## src/include/noiseApu_params.svh

```systemverilog
`ifndef NOISE_APU_PARAMS_SVH
`define NOISE_APU_PARAMS_SVH

// CPU bus
`define APU_ADDR_W 5
`define APU_DATA_W 8

// Number of ce ticks between sequencer steps
// Real hardware runs at 3729, the small value keeps simulation short
`define FRAME_STEP_TICKS 64

// Noise period timer width, wide enough for the longest period entry
`define NOISE_TIMER_W 12

// Length counter and its load value
`define LEN_W 8

`endif

```

## src/rtl/apuBusPkg.sv

```systemverilog
package apuBusPkg;

  // CPU-side offsets inside the audio register window
  typedef enum logic [4:0] {
    NOISE_VOL    = 5'h0C,  // Loop, constant-volume and volume/divider period
    NOISE_PERIOD = 5'h0E,  // Short mode and period index
    NOISE_LEN    = 5'h0F,  // Length index, also restarts the envelope
    STATUS       = 5'h15,
    FRAME_CTRL   = 5'h17
  } apuReg;

  // 0x0D belongs to the noise block but has no function

endpackage

```

## src/rtl/apuFramePkg.sv

```systemverilog
package apuFramePkg;

  typedef enum logic {
    MODE_4STEP = 1'b0,
    MODE_5STEP = 1'b1
  } frameMode;

  // STEP5 is only reached in 5-step mode
  typedef enum logic [2:0] {
    STEP1 = 3'd0,
    STEP2 = 3'd1,
    STEP3 = 3'd2,
    STEP4 = 3'd3,
    STEP5 = 3'd4
  } frameStep;

endpackage

```

## src/rtl/apuRegisters.sv

```systemverilog
`timescale 1ns/1ps
`include "noiseApu_params.svh"

module apuRegisters import apuBusPkg::*, apuFramePkg::*; (
  input  logic                   clk,
  input  logic                   reset,
  input  logic                   ce,
  input  logic [`APU_ADDR_W-1:0] busAddr,
  input  logic [`APU_DATA_W-1:0] busWriteData,
  input  logic                   busWrite,
  input  logic                   isNonZero,
  output logic [`APU_DATA_W-1:0] busReadData,
  output logic [1:0]             chanAddr,
  output logic                   chanWrite,
  output logic [4:0]             lenIndex,
  output logic                   noiseEnabled,
  output frameMode               mode,
  output logic                   frameRestart
);

  apuReg regSel;
  logic  writeStrobe;

  assign regSel      = apuReg'(busAddr);
  assign writeStrobe = busWrite && ce;

  // Channel sees the low offset bits, the length index sits in the top five data bits
  assign chanAddr = busAddr[1:0];
  assign lenIndex = busWriteData[7:3];

  always_comb begin
    chanWrite    = 1'b0;
    frameRestart = 1'b0;
    case (regSel)
      NOISE_VOL, NOISE_PERIOD, NOISE_LEN: begin
        chanWrite = writeStrobe;
      end
      FRAME_CTRL: begin
        frameRestart = writeStrobe;  // Sequencer restarts on every frame-counter write
      end
      default: begin
      end
    endcase
  end

  always_ff @(posedge clk) begin
    if (reset) begin
      noiseEnabled <= 1'b0;
      mode         <= MODE_4STEP;
    end else if (writeStrobe) begin
      if (regSel == STATUS) begin
        noiseEnabled <= busWriteData[3];
      end
      if (regSel == FRAME_CTRL) begin
        mode <= frameMode'(busWriteData[7]);
      end
    end
  end

  // Status byte carries only the noise length flag
  always_comb begin
    busReadData = '0;
    if (regSel == STATUS) begin
      busReadData[3] = isNonZero;
    end
  end

endmodule

```

## src/rtl/frameSequencer.sv

```systemverilog
`timescale 1ns/1ps
`include "noiseApu_params.svh"

module frameSequencer import apuFramePkg::*; (
  input  logic     clk,
  input  logic     reset,
  input  logic     ce,
  input  frameMode mode,
  input  logic     frameRestart,
  output logic     quarterFrame,
  output logic     halfFrame
);

  localparam int tickW = $clog2(`FRAME_STEP_TICKS);
  localparam logic [tickW-1:0] lastTick = tickW'(`FRAME_STEP_TICKS - 1);

  frameStep         step;
  frameStep         nextStep;
  logic [tickW-1:0] tickCount;
  logic             restartPending;  // A restart happened, 5-step mode fires on the next ce
  logic             stepDone;
  logic             restartFire;
  logic             stepQuarter;
  logic             stepHalf;

  assign stepDone    = ce && !frameRestart && (tickCount == lastTick);
  assign restartFire = ce && !frameRestart && restartPending && (mode == MODE_5STEP);

  // Which clocks the finishing step gives, and where the sequence goes next
  always_comb begin
    stepQuarter = 1'b1;
    stepHalf    = 1'b0;
    nextStep    = STEP1;
    case (step)
      STEP1: nextStep = STEP2;
      STEP2: begin
        nextStep = STEP3;
        stepHalf = 1'b1;
      end
      STEP3: nextStep = STEP4;
      STEP4: begin
        if (mode == MODE_5STEP) begin
          nextStep    = STEP5;
          stepQuarter = 1'b0;  // Silent step in 5-step mode
        end else begin
          stepHalf = 1'b1;
        end
      end
      STEP5: stepHalf = 1'b1;
      default: stepQuarter = 1'b0;
    endcase
  end

  assign quarterFrame = (stepDone && stepQuarter) || restartFire;
  assign halfFrame    = (stepDone && stepHalf) || restartFire;

  always_ff @(posedge clk) begin
    if (reset) begin
      step           <= STEP1;
      tickCount      <= '0;
      restartPending <= 1'b0;
    end else if (ce) begin
      if (frameRestart) begin
        step           <= STEP1;
        tickCount      <= '0;
        restartPending <= 1'b1;
      end else begin
        restartPending <= 1'b0;
        if (tickCount == lastTick) begin
          tickCount <= '0;
          step      <= nextStep;
        end else begin
          tickCount <= tickCount + 1'b1;
        end
      end
    end
  end

endmodule

```

## src/rtl/lengthTable.sv

```systemverilog
`timescale 1ns/1ps
`include "noiseApu_params.svh"

module lengthTable (
  input  logic [4:0]        lenIndex,
  output logic [`LEN_W-1:0] lenLoad
);

  localparam int lenW = `LEN_W;

  // Odd indices give short fixed counts, even ones follow two note-length scales
  always_comb begin
    case (lenIndex)
      5'd0:    lenLoad = lenW'(10);
      5'd1:    lenLoad = lenW'(254);
      5'd2:    lenLoad = lenW'(20);
      5'd3:    lenLoad = lenW'(2);
      5'd4:    lenLoad = lenW'(40);
      5'd5:    lenLoad = lenW'(4);
      5'd6:    lenLoad = lenW'(80);
      5'd7:    lenLoad = lenW'(6);
      5'd8:    lenLoad = lenW'(160);
      5'd9:    lenLoad = lenW'(8);
      5'd10:   lenLoad = lenW'(60);
      5'd11:   lenLoad = lenW'(10);
      5'd12:   lenLoad = lenW'(14);
      5'd13:   lenLoad = lenW'(12);
      5'd14:   lenLoad = lenW'(26);
      5'd15:   lenLoad = lenW'(14);
      5'd16:   lenLoad = lenW'(12);
      5'd17:   lenLoad = lenW'(16);
      5'd18:   lenLoad = lenW'(24);
      5'd19:   lenLoad = lenW'(18);
      5'd20:   lenLoad = lenW'(48);
      5'd21:   lenLoad = lenW'(20);
      5'd22:   lenLoad = lenW'(96);
      5'd23:   lenLoad = lenW'(22);
      5'd24:   lenLoad = lenW'(192);
      5'd25:   lenLoad = lenW'(24);
      5'd26:   lenLoad = lenW'(72);
      5'd27:   lenLoad = lenW'(26);
      5'd28:   lenLoad = lenW'(16);
      5'd29:   lenLoad = lenW'(28);
      5'd30:   lenLoad = lenW'(32);
      default: lenLoad = lenW'(30);  // Index 31
    endcase
  end

endmodule

```

## src/rtl/noiseApuTop.sv

```systemverilog
`timescale 1ns/1ps
`include "noiseApu_params.svh"

module noiseApuTop import apuFramePkg::*; (
  input  logic                   clk,
  input  logic                   reset,
  input  logic                   ce,
  input  logic [`APU_ADDR_W-1:0] busAddr,
  input  logic [`APU_DATA_W-1:0] busWriteData,
  input  logic                   busWrite,
  input  logic                   busRead,  // Reads have no side effect, so this stops here
  output logic [`APU_DATA_W-1:0] busReadData,
  output logic [3:0]             sample
);

  logic [1:0]        chanAddr;
  logic              chanWrite;
  logic [4:0]        lenIndex;
  logic [`LEN_W-1:0] lenLoad;
  logic              noiseEnabled;
  frameMode          mode;
  logic              frameRestart;
  logic              quarterFrame;
  logic              halfFrame;
  logic              isNonZero;

  apuRegisters registers_i (
    .clk(clk),
    .reset(reset),
    .ce(ce),
    .busAddr(busAddr),
    .busWriteData(busWriteData),
    .busWrite(busWrite),
    .isNonZero(isNonZero),
    .busReadData(busReadData),
    .chanAddr(chanAddr),
    .chanWrite(chanWrite),
    .lenIndex(lenIndex),
    .noiseEnabled(noiseEnabled),
    .mode(mode),
    .frameRestart(frameRestart)
  );

  lengthTable lengthTable_i (
    .lenIndex(lenIndex),
    .lenLoad(lenLoad)
  );

  frameSequencer frameSequencer_i (
    .clk(clk),
    .reset(reset),
    .ce(ce),
    .mode(mode),
    .frameRestart(frameRestart),
    .quarterFrame(quarterFrame),
    .halfFrame(halfFrame)
  );

  // Quarter frames clock the envelope, half frames the length counter
  noiseChannel noiseChannel_i (
    .clk(clk),
    .ce(ce),
    .reset(reset),
    .chanAddr(chanAddr),
    .chanWriteData(busWriteData),
    .chanWrite(chanWrite),
    .lenCtrClock(halfFrame),
    .envClock(quarterFrame),
    .enabled(noiseEnabled),
    .lenCtrIn(lenLoad),
    .sample(sample),
    .isNonZero(isNonZero)
  );

endmodule

```

## src/rtl/noiseChannel.sv

```systemverilog
`timescale 1ns/1ps
`include "noiseApu_params.svh"

module noiseChannel (
  input  logic              clk,
  input  logic              ce,
  input  logic              reset,
  input  logic [1:0]        chanAddr,
  input  logic [7:0]        chanWriteData,
  input  logic              chanWrite,
  input  logic              lenCtrClock,
  input  logic              envClock,
  input  logic              enabled,
  input  logic [`LEN_W-1:0] lenCtrIn,
  output logic [3:0]        sample,
  output logic              isNonZero
);

  localparam int timerW = `NOISE_TIMER_W;

  logic              envLoop;
  logic              constVolume;
  logic              envRestart;   // Set by a length write, consumed by the next envelope clock
  logic [3:0]        volume;
  logic [3:0]        envelope;
  logic [3:0]        envDivider;
  logic [`LEN_W-1:0] lenCtr;
  logic              shortMode;
  logic [14:0]       lfsr;
  logic [3:0]        period;
  logic [timerW-1:0] noisePeriod;
  logic [timerW-1:0] timerCtr;
  logic              feedback;

  // Timer reload values in ce ticks
  always_comb begin
    case (period)
      4'd0:    noisePeriod = timerW'('h004);
      4'd1:    noisePeriod = timerW'('h008);
      4'd2:    noisePeriod = timerW'('h010);
      4'd3:    noisePeriod = timerW'('h020);
      4'd4:    noisePeriod = timerW'('h040);
      4'd5:    noisePeriod = timerW'('h060);
      4'd6:    noisePeriod = timerW'('h080);
      4'd7:    noisePeriod = timerW'('h0A0);
      4'd8:    noisePeriod = timerW'('h0CA);
      4'd9:    noisePeriod = timerW'('h0FE);
      4'd10:   noisePeriod = timerW'('h17C);
      4'd11:   noisePeriod = timerW'('h1FC);
      4'd12:   noisePeriod = timerW'('h2FA);
      4'd13:   noisePeriod = timerW'('h3F8);
      4'd14:   noisePeriod = timerW'('h7F2);
      default: noisePeriod = timerW'('hFE4);
    endcase
  end

  assign feedback = lfsr[0] ^ (shortMode ? lfsr[6] : lfsr[1]);  // Short mode gives the 93-step loop

  always_ff @(posedge clk) begin
    if (reset) begin
      envLoop     <= 1'b0;
      constVolume <= 1'b0;
      envRestart  <= 1'b0;
      volume      <= '0;
      envelope    <= '0;
      envDivider  <= '0;
      lenCtr      <= '0;
      shortMode   <= 1'b0;
      lfsr        <= 15'd1;
      period      <= '0;
      timerCtr    <= '0;
    end else if (ce) begin
      if (chanWrite) begin
        case (chanAddr)
          2'd0: begin
            envLoop     <= chanWriteData[5];
            constVolume <= chanWriteData[4];
            volume      <= chanWriteData[3:0];
          end
          2'd2: begin
            shortMode <= chanWriteData[7];
            period    <= chanWriteData[3:0];
          end
          2'd3: begin
            lenCtr     <= lenCtrIn;
            envRestart <= 1'b1;
          end
          default: begin
          end
        endcase
      end

      if (timerCtr == '0) begin
        timerCtr <= noisePeriod;
        lfsr     <= {feedback, lfsr[14:1]};
      end else begin
        timerCtr <= timerCtr - 1'b1;
      end

      // Loop bit doubles as the length halt
      if (lenCtrClock && lenCtr != '0 && !envLoop) begin
        lenCtr <= lenCtr - 1'b1;
      end

      if (envClock) begin
        if (envRestart) begin
          envDivider <= volume;
          envelope   <= 4'd15;
          envRestart <= 1'b0;
        end else if (envDivider == '0) begin
          envDivider <= volume;
          if (envelope != '0) begin
            envelope <= envelope - 1'b1;
          end else if (envLoop) begin
            envelope <= 4'd15;
          end
        end else begin
          envDivider <= envDivider - 1'b1;
        end
      end

      if (!enabled) begin
        lenCtr <= '0;  // Disable wins over a load or a decrement
      end
    end
  end

  assign isNonZero = (lenCtr != '0);
  assign sample    = (lenCtr == '0 || lfsr[0]) ? 4'd0 : (constVolume ? volume : envelope);

endmodule

```

## config.mk

```make
export PLATFORM = sky130hd
export DESIGN_NAME = noiseApuTop
export DESIGN_NICKNAME = d
export VERILOG_FILES = /design/src/rtl/apuBusPkg.sv /design/src/rtl/apuFramePkg.sv /design/src/rtl/apuRegisters.sv /design/src/rtl/frameSequencer.sv /design/src/rtl/lengthTable.sv /design/src/rtl/noiseApuTop.sv /design/src/rtl/noiseChannel.sv
export VERILOG_INCLUDE_DIRS = /design/src /design/src/include
export SDC_FILE = /design/constraint.sdc
export NUM_CORES = 1
export LEC_CHECK = 0
export ABC_AREA = 1
export BUFFER_PORTS_ARGS = -buffer_cell sky130_fd_sc_hd__buf_4
export CAP_MARGIN = 20
export CORE_UTILIZATION = 57
export CTS_CLUSTER_SIZE = 25
export DETAILED_ROUTE_END_ITERATION = 6
export GPL_ROUTABILITY_DRIVEN = 0
export PLACE_DENSITY = 0.76
export RECOVER_POWER = 25
export SLEW_MARGIN = 10
export SYNTH_ARGS = -nofsm -noshare
export SYNTH_HDL_FRONTEND = slang
export SYNTH_SLANG_ARGS = --single-unit
```

## constraint.sdc

```tcl
create_clock -name clk -period 2.25 [get_ports clk]
set_input_delay 0.45 -clock clk [delete_from_list [all_inputs] [get_ports clk]]
set_output_delay 0.45 -clock clk [all_outputs]
set_load 0.05 [all_outputs]
```

Yosys cells after proc, flatten, opt, wreduce, memory -nomap -nowiden

Memory sizes are Yosys's and may differ from the RTL's. A register that Yosys moved wholly into a read port is not among the register bits.
Index checks and enable logic that the tools add are counted.

Multiplexer cells: 33
Add/subtract/negate cells: 5
Reduce and logical (&&, ||, !) cells: 36
Bitwise gates (word level): 1
Equality and inequality tests: 14

Operator list:

| operator                                                             | count |
|---|---|
| 4-bit 2-to-1 mux                                                     | 10 |
| 8-bit 2-to-1 mux                                                     | 4 |
| 5-bit by 4-bit == test with 1-bit output, second input constant      | 3 |
| 12-bit zero test                                                     | 1 |
| 12-bit 2-to-1 mux                                                    | 1 |
| 6-bit 2-to-1 mux                                                     | 2 |
| 3-bit case mux with 4 select lines                                   | 1 |
| 12-bit by 1-bit subtractor with 12-bit output, second input constant | 1 |
| 5-bit == test, second input constant                                 | 2 |
| 1-bit 2-to-1 mux                                                     | 10 |
| 2-bit AND reduction                                                  | 5 |
| 1-bit logical AND                                                    | 9 |
| 3-bit 2-to-1 mux                                                     | 3 |
| 3-bit AND reduction                                                  | 3 |
| 8-bit zero test                                                      | 1 |
| 8-bit nonzero test                                                   | 1 |
| 4-bit by 1-bit subtractor with 4-bit output, second input constant   | 2 |
| 8-bit by 1-bit subtractor with 8-bit output, second input constant   | 1 |
| 6-bit by 1-bit adder with 6-bit output, second input constant        | 1 |
| 3-bit by 2-bit == test with 1-bit output, second input constant      | 2 |
| 6-bit == test, second input constant                                 | 1 |
| 2-bit == test, second input constant                                 | 2 |
| 4-bit zero test                                                      | 1 |
| 1-bit case mux with 2 select lines                                   | 2 |
| 16 further kinds                                                     | 20 |

Memories kept: 2
Bits in read-only memories: 400
Register bits after elaboration: 67

Memory list:

| name            | depth | bits a word | read ports | clocked after memory_dff | wr ports | RTL line           | source |
|---|---|---|---|---|---|---|---|
| (no name shown) | 32    | 7           | 1          | 0                        | 0        | lengthTable.sv:13  | `case (lenIndex)` |
| (no name shown) | 16    | 11          | 1          | 1                        | 0        | noiseChannel.sv:37 | `case (period)` |

Longest topological paths before layout

Gate-level depths: netlist of the first run.

Depth in word-level cells: 11
Depth in mapped cells: 14
Depth with buffers taken out: 13

Hierarchy

From an unflattened synthesis of the first run, not the netlist that was laid out.

Cell total of the unflattened synthesis: 670
Area total of the unflattened synthesis: 4514.3 um^2

Modules (own cells, without submodules):

| module         | instances | area an instance (um^2) | cells each |
|---|---|---|---|
| noiseChannel   | 1         | 3308.2                  | 486 |
| frameSequencer | 1         | 515.5                   | 70 |
| lengthTable    | 1         | 410.4                   | 72 |
| apuRegisters   | 1         | 280.3                   | 42 |

Least setup slack after synthesis of the first run

Ideal clock, no wire load.

Kind: flip-flop to output port
Start point: register noiseChannel_i.lenCtr[0]
End point: output sample[0]
Path slack: 162 ps
Cell stages (with the launch flop): 7
Data required time: 1800 ps
Arrival time: 1638 ps
Path buffers: 0
Cell sequence: dfxtp_1 inv_1 ha_1 nand3_1 nor2_1 or2_2 nor2_1

Longest elaborated chain between the ends: 3

RTL lines:

| what                   | RTL line            | source |
|---|---|---|
| start, declared        | noiseChannel.sv:27  | `` logic [`LEN_W-1:0] lenCtr; `` |
| start signal, assigned | noiseChannel.sv:85  | `lenCtr <= lenCtrIn;` |
| start signal, assigned | noiseChannel.sv:102 | `lenCtr <= lenCtr - 1'b1;` |
| 8-bit zero test        | noiseChannel.sv:129 | `assign sample = (lenCtr == '0 \|\| lfsr[0]) ? 4'd0 : (constVolume ? volume : envelope);` |
| 1-bit logical OR       | noiseChannel.sv:129 |  |
| 4-bit 2-to-1 mux       | noiseChannel.sv:129 |  |
| end, declared          | noiseApuTop.sv:13   | `output logic [3:0] sample` |

Every way passes these cells.

Worst setup path in the final report of the first run

Start point: register noiseChannel_i.lenCtr[0]
End point: output sample[3]

Same word-level chain as after synthesis.

==> results.md, run 1 <==
## Logic synthesis
• synthesis warning total: 0
• largest cells by area after synthesis: sky130_fd_sc_hd__dfxtp_1, sky130_fd_sc_hd__nand2_1, sky130_fd_sc_hd__nor2_1
• Post-synth top flop: sky130_fd_sc_hd__dfxtp_1
• Async S/R FF share, synth: 0
• sequential cell area fraction in the yosys report: 0.3691
• top-area cell type share of the netlist area: 0.3691
• Post-synth EDFFs: 0
• Synth Register Bits: 78
• number of library cell types mapped by synthesis: 43
• post-synth top area cell: sky130_fd_sc_hd__dfxtp_1
• Gate Count Post-Synth: 621
• area of the mapped netlist: 0.004230 mm^2
• average size of a mapped cell: 6.812 um^2

## Worst setup path
• Crit path buffers/inverters: 2
• highest net fanout along the worst path: 4
• register-to-register setup slack: 280 ps
• startpoint type of the worst setup path: flop
• largest delay contributor family on the critical path: simple AND/OR/NAND/NOR gates
• CP Data Arrival Time: 1690 ps
• slowest cell delay on critical path: 330 ps
• cell repeated most along the worst path: sky130_fd_sc_hd__nor2_1
• cell-by-cell trace of the critical path: inv_1, ha_1, nand3_1, nor2_1, or2_4, nor2_1, buf_6
• category of the most critical setup path: reg -> out
• critical path endpoint category: primary output
• Worst path slowest cell: sky130_fd_sc_hd__dfxtp_1
• worst endpoint required time: 1800 ps

## Cells and area
• proportion of layout cells with a drive suffix above 1: 0.1025
• fillers: 684
• final core utilization: 0.6413
• sequential cell area: 0.001562 mm^2
• area of the multi-input gates: 0.002213 mm^2
• Diodes inserted: 0
• Syn-to-layout area delta: 9.376%
• nets: 670

## Clock tree
• worst-skew pair later-pin latency: 360 ps
• CTS-repair resized insts: 0
• clock root buffer master: sky130_fd_sc_hd__clkbuf_8
• clock slew at the register clock pins of the worst setup and hold paths: 90 ps
• total number of clock tree sinks: 78
• # Post-CTS Setup Buffers: 0
• Max Root-Sink Buffers: 2
• hold buffers post-CTS: 0
• H-tree lvl count: 3
• Inserted Clock Buffers: 9
• TritonCTS clock tree: done

## Hold path
• type of the worst min-delay path: in -> reg

## Die
• initial core utilization: 0.5864
• number of ports placed on the die boundary: 30
• placeable core region: 0.007214 mm^2
• full die area: 0.007770 mm^2
• die span in x: 88.15 um
• vertical die dimension: 88.15 um
• standard-cell row count: 31

## Route
• count of TritonRoute iterations in the first routing pass: 6
• post-detailed-route via-to-cell ratio: 5.264
• post-detailed-route count of antenna-violating nets: 0
• total via count in the routed design: 3911
• final wirelength: 9193 um
• Iteration-0 DRC Markers: 208
• routed wire length per instance: 12.37 um
• DR DRC count: 0

## Power
• Pwr Total: 4.136 mW
• power per cell area: 894.0 mW/mm^2
• leak pwr: 2.091 nW
• Peak supply drop: 0.4993 mV

## STA
• Worst Max-Slew Pin Slew: 1061 ps
• least setup slack across all paths after layout: 112.0 ps
• Hold Vio Cnt, Final: 0
• Achievable Freq: 0.4677 GHz
• Final Setup Violations: 0
• count of pins over their slew limit: 0
• Tcrit/Tclk final: 0.9502
• Min Clock Period, post-route: 2138 ps
• Slew Limit Headroom: 0.2927
• Setup Skew: 9.974 ps

## Global route
• total routing resource utilization after global routing: 0.2537
• pin count of the biggest net entering global routing: 28
• antenna violations before repair: 0
• wire length of the first global-routing pass: 15300 um
• via count of the first global-routing pass: 3463
• GRT overflow: 0

## Placed design
• DP Worst Slack: 232.8 ps
• post-detail-place hpwl: 6569 um
• number of input and output port buffers inserted: 21

## Run status
• status: finished clean

## Run
• number of maximum-capacitance violations: 0

[registers in the layout, summed over array words and instances (netlist names)]
signal                           cells
frameSequencer_i.restartPending      1
frameSequencer_i.step                3
frameSequencer_i.tickCount           6
noiseChannel_i.constVolume           1
noiseChannel_i.envDivider            4
noiseChannel_i.envLoop               1
noiseChannel_i.envRestart            1
noiseChannel_i.envelope              4
noiseChannel_i.lenCtr                8
noiseChannel_i.lfsr                 15
noiseChannel_i.noisePeriod          11
noiseChannel_i.period                4
noiseChannel_i.shortMode             1
noiseChannel_i.timerCtr             12
noiseChannel_i.volume                4
registers_i.mode                     1
registers_i.noiseEnabled             1
[per-stage QoR]
step / area (um^2) / hold WS [ps] / setup TNS, ps / cells
detailed placement: 4444 / 446.9 / 0 / 727
floorplan: 4253 / 430.1 / 0 / 627
CTS: 4639 / 386.8 / 0 / 743
global placement: 4444 / 447.9 / 0 / 727
global route: 4627 / 425.1 / -6.543 / 743
finish: 4627 / 398.0 / 0 / 743
[synth_stat cells (all sizes together), types with 10 or more instances]
master  number
dfxtp       78
nor3        10
o21ai       57
ha          13
o211ai      10
a21oi       58
clkbuf      14
buf         12
nand2      113
xor2        10
inv         85
nor2        95
nand3       30
[cells in the final DEF, fill, tap and decap left out, drive strengths merged, types with 2 or more instances in the layout]
master and n:
a211oi 6, a21boi 2, a21oi 58, a31oi 3, buf 24, clkbuf 12
clkinv 5, conb 7, dfxtp 78, ha 13, inv 87, nand2 113
nand3 30, nand4 8, nor2 95, nor3 10, o211ai 10, o21a 2
o21ai 57, o31ai 3, or2 2, xor2 10
[where the power goes]
group          switching [mW]  leakage [nW]  internal [mW]
Sequential              0.153         0.633           1.59
Combinational           0.848          1.35          0.484
Clock                   0.543         0.104          0.516
Total                    1.54          2.09           2.59
[final cells by class]
cell class | count | area share
Multi-Input combinational cell | 437 | 0.4784
Timing Repair Buffer | 27 | 0.04543
Sequential cell | 78 | 0.3375
Clock inverter | 7 | 0.01541
Clock buffer | 9 | 0.02677
Tap cell | 99 | 0.02677
Inverter | 86 | 0.06977
[path summary, 6_finish.rpt]
check | startpoint | to | cells past startpoint
min reg2reg | noiseChannel_i.lfsr[8] | noiseChannel_i.lfsr[7] | 2
min | busWriteData[2] | noiseChannel_i.volume[2] | 3
max | noiseChannel_i.lenCtr[0] | sample[3] | 7
max reg2reg | noiseChannel_i.timerCtr[0] | noiseChannel_i.lfsr[7] | 9
[cell families (layout without fill, tap and decap cells)]
kind of cell               after synthesis  in the layout  share of synthesized area
AOI/OAI and AO/OA                      146            146                     0.1955
other                                    1              7                  0.0008865
muxes                                    1              1                   0.002366
and+or+nand+nor                        260            260                     0.2647
buffers and inverters                  112            129                     0.1082
xor gates and xnor gates                10             10                    0.02070
adders and majority gates               13             13                    0.03845
DFF                                     78             78                     0.3691
[worst register-to-register path: cells and delay by family, from the launching register on]
kind            cells  cell delay [ps]
buf+inv             2              340
fa+ha+maj           1              210
simple gates        4              800
compound gates      2              260
flops               1              300
[per-layer routing]
layer	vias to the layer above	track usage	wire (um)
met2	84	0.4207	4230
met4	0	0.09531	171
li1	2047	-	-
met5	-	0	0
met1	1763	0.3275	4409
met3	17	0.04995	381
No activity file was read; power rests on OpenSTA's default activity.
==> inputs of run 2 (changes only) <==
--- a/config.mk
+++ b/config.mk
@@ -9,12 +9,14 @@
 export ABC_AREA = 1
 export BUFFER_PORTS_ARGS = -buffer_cell sky130_fd_sc_hd__buf_4
 export CAP_MARGIN = 20
+export CORE_MARGIN = 2
 export CORE_UTILIZATION = 57
 export CTS_CLUSTER_SIZE = 25
 export DETAILED_ROUTE_END_ITERATION = 6
 export GPL_ROUTABILITY_DRIVEN = 0
 export PLACE_DENSITY = 0.76
 export RECOVER_POWER = 25
+export REMOVE_ABC_BUFFERS = 1
 export SLEW_MARGIN = 10
 export SYNTH_ARGS = -nofsm -noshare
 export SYNTH_HDL_FRONTEND = slang
==> results.md, run 2 (synthesis gave the netlist of run 1 again) <==
## Clock tree
• clock root buffer master: sky130_fd_sc_hd__clkbuf_8
• worst-skew pair later-pin latency: 360 ps
• hold buffers post-CTS: 0
• Inserted Clock Buffers: 9
• total number of clock tree sinks: 78
• H-tree lvl count: 3
• Max Root-Sink Buffers: 2
• # Post-CTS Setup Buffers: 0
• clock slew at the register clock pins of the worst setup and hold paths: 80 ps
• TritonCTS clock tree: done

## Cells and area
• final core utilization: 0.6495
• fillers: 672
• final non-filler cell total: 743
• sequential cell area: 0.001562 mm^2
• register with the most flip-flops: noiseChannel_i.lfsr
• most common library cell in the layout ignoring fill and taps: sky130_fd_sc_hd__nand2_1
• highest-count cells in the layout ignoring fill and taps: sky130_fd_sc_hd__nand2_1, sky130_fd_sc_hd__nor2_1, sky130_fd_sc_hd__inv_1, sky130_fd_sc_hd__dfxtp_1, sky130_fd_sc_hd__a21oi_1
• proportion of layout cells with a drive suffix above 1: 0.1071
• Diodes inserted: 0
• nets: 670
• flip-flop count of the largest register, all copies and words added: 15
• Syn-to-layout area delta: 10.77%
• area of the multi-input gates: 0.002226 mm^2

## Die
• number of ports placed on the die boundary: 30
• die span in x: 90.15 um
• full die area: 0.008127 mm^2
• initial core utilization: 0.5864
• vertical die dimension: 90.15 um
• placeable core region: 0.007214 mm^2
• standard-cell row count: 31

## Worst setup path
• worst endpoint required time: 1800 ps
• Worst Setup SP: noiseChannel_i.lenCtr[0]
• Reg-to-Reg Start: noiseChannel_i.timerCtr[0]
• startpoint type of the worst setup path: flop
• critical path endpoint category: primary output
• highest net fanout along the worst path: 4
• category of the most critical setup path: reg -> out
• CP Data Arrival Time: 1700 ps

## Power
• proportion of power drawn by the clock network: 0.293
• power per cell area: 930.6 mW/mm^2
• sequential share of power: 0.401
• share of power burned in combinational logic: 0.305
• Pwr Total: 4.361 mW
• leak pwr: 2.109 nW
• cell-internal power: 2.816 mW
• switching share of total power: 0.3541
• power dissipated by switching net loads: 1.544 mW
• Peak supply drop: 0.4424 mV

## Route
• post-detailed-route count of antenna-violating nets: 0
• count of TritonRoute iterations in the first routing pass: 5
• total via count in the routed design: 3990
• DR DRC count: 0
• final wirelength: 9638 um
• post-detailed-route via-to-cell ratio: 5.370
• Iteration-0 DRC Markers: 269
• routed wire length per instance: 12.97 um

## Global route
• total routing resource utilization after global routing: 0.2474
• antenna violations before repair: 0
• wire length of the first global-routing pass: 16570 um
• via count of the first global-routing pass: 3711
• pin count of the biggest net entering global routing: 38
• GRT overflow: 0

## STA
• Final Setup Violations: 0
• Min Clock Period, post-route: 2150 ps
• Achievable Freq: 0.4652 GHz
• Slew Limit Headroom: 0.5183
• Hold Worst Slack: 411.8 ps
• count of pins over their slew limit: 0
• Setup Skew: 10.63 ps
• Worst Max-Slew Pin Slew: 722.5 ps
• Hold Vio Cnt, Final: 0
• Tcrit/Tclk final: 0.9554

## Run status
• status: finished clean

## Placed design
• number of placed instances with taps included: 727
• number of input and output port buffers inserted: 21
• post-detail-place hpwl: 6869 um

## Hold path
• Worst Hold Launch: busWriteData[0]
• type of the worst min-delay path: in -> reg

## Run
• number of maximum-capacitance violations: 0

==> run 2: path summary, 6_finish.rpt <==
path	end	slack (ps)	depth (start not counted)
hold reg to reg	noiseChannel_i.lfsr[14]	470	2
hold / removal	noiseChannel_i.volume[0]	410	3
setup / recovery	sample[1]	100	7
setup reg to reg	noiseChannel_i.lfsr[2]	270	9
==> run 2: area by class of cell <==
| type | instances | area share |
|---|---|---|
| clock buffers | 9 | 0.02644 |
| clock inverters | 7 | 0.02563 |
| inverters | 86 | 0.06889 |
| multi-input cells | 437 | 0.4750 |
| flip-flops and latches | 78 | 0.3332 |
| well taps | 99 | 0.02644 |
| repair buffers | 27 | 0.04433 |
==> run 2: timing repair <==
action | in CTS | in global routing
gates cloned | 0 | 0
endpoints found under the setup margin | 1 | 4
gates resized for setup | 2 | 8
==> run 2: per-layer routing <==
| metal | global-route usage | part of all wire | vias to the layer above |
|---|---|---|---|
| met3 | 0.06287 | 0.041 | 19 |
| met5 | 0 | 0 | - |
| li1 | - | - | 2046 |
| met4 | 0.08590 | 0.018 | 0 |
| met1 | 0.3118 | 0.47 | 1824 |
| met2 | 0.4123 | 0.47 | 101 |
==> run 2: power by group through the flow <==
stage          Combinational, mW  Sequential, mW  Clock (mW)
6_report                    1.33            1.75        1.28
5_1_grt                     1.55            1.78        1.35
4_1_cts                     1.33            1.75        1.29
3_5_place_dp                1.32            1.78           0
3_3_place_gp                1.28            1.77           0
2_1_floorplan               1.04            1.74           0
==> run 2: worst max-delay path, stage by stage, from the launching register on <==
cell                      delay [ps]
sky130_fd_sc_hd__dfxtp_1         340
sky130_fd_sc_hd__inv_1            80
sky130_fd_sc_hd__ha_1            210
sky130_fd_sc_hd__nand3_1         100
sky130_fd_sc_hd__nor2_2           70
sky130_fd_sc_hd__or2_4           260
sky130_fd_sc_hd__nor2_2          120
sky130_fd_sc_hd__buf_6           170
==> run 2: metrics by stage <==
| step | setup slack (ps) | cell area, um^2 | TNS (ps) |
|---|---|---|---|
| 3_5_place_dp | 264.2 | 4444 | 0 |
| 5_1_grt | -13.65 | 4686 | -13.65 |
| 6_report | 100.4 | 4686 | 0 |
| 2_1_floorplan | 161.7 | 4118 | 0 |
| 3_3_place_gp | 334.7 | 4444 | 0 |
| 4_1_cts | 0.9116 | 4695 | 0 |
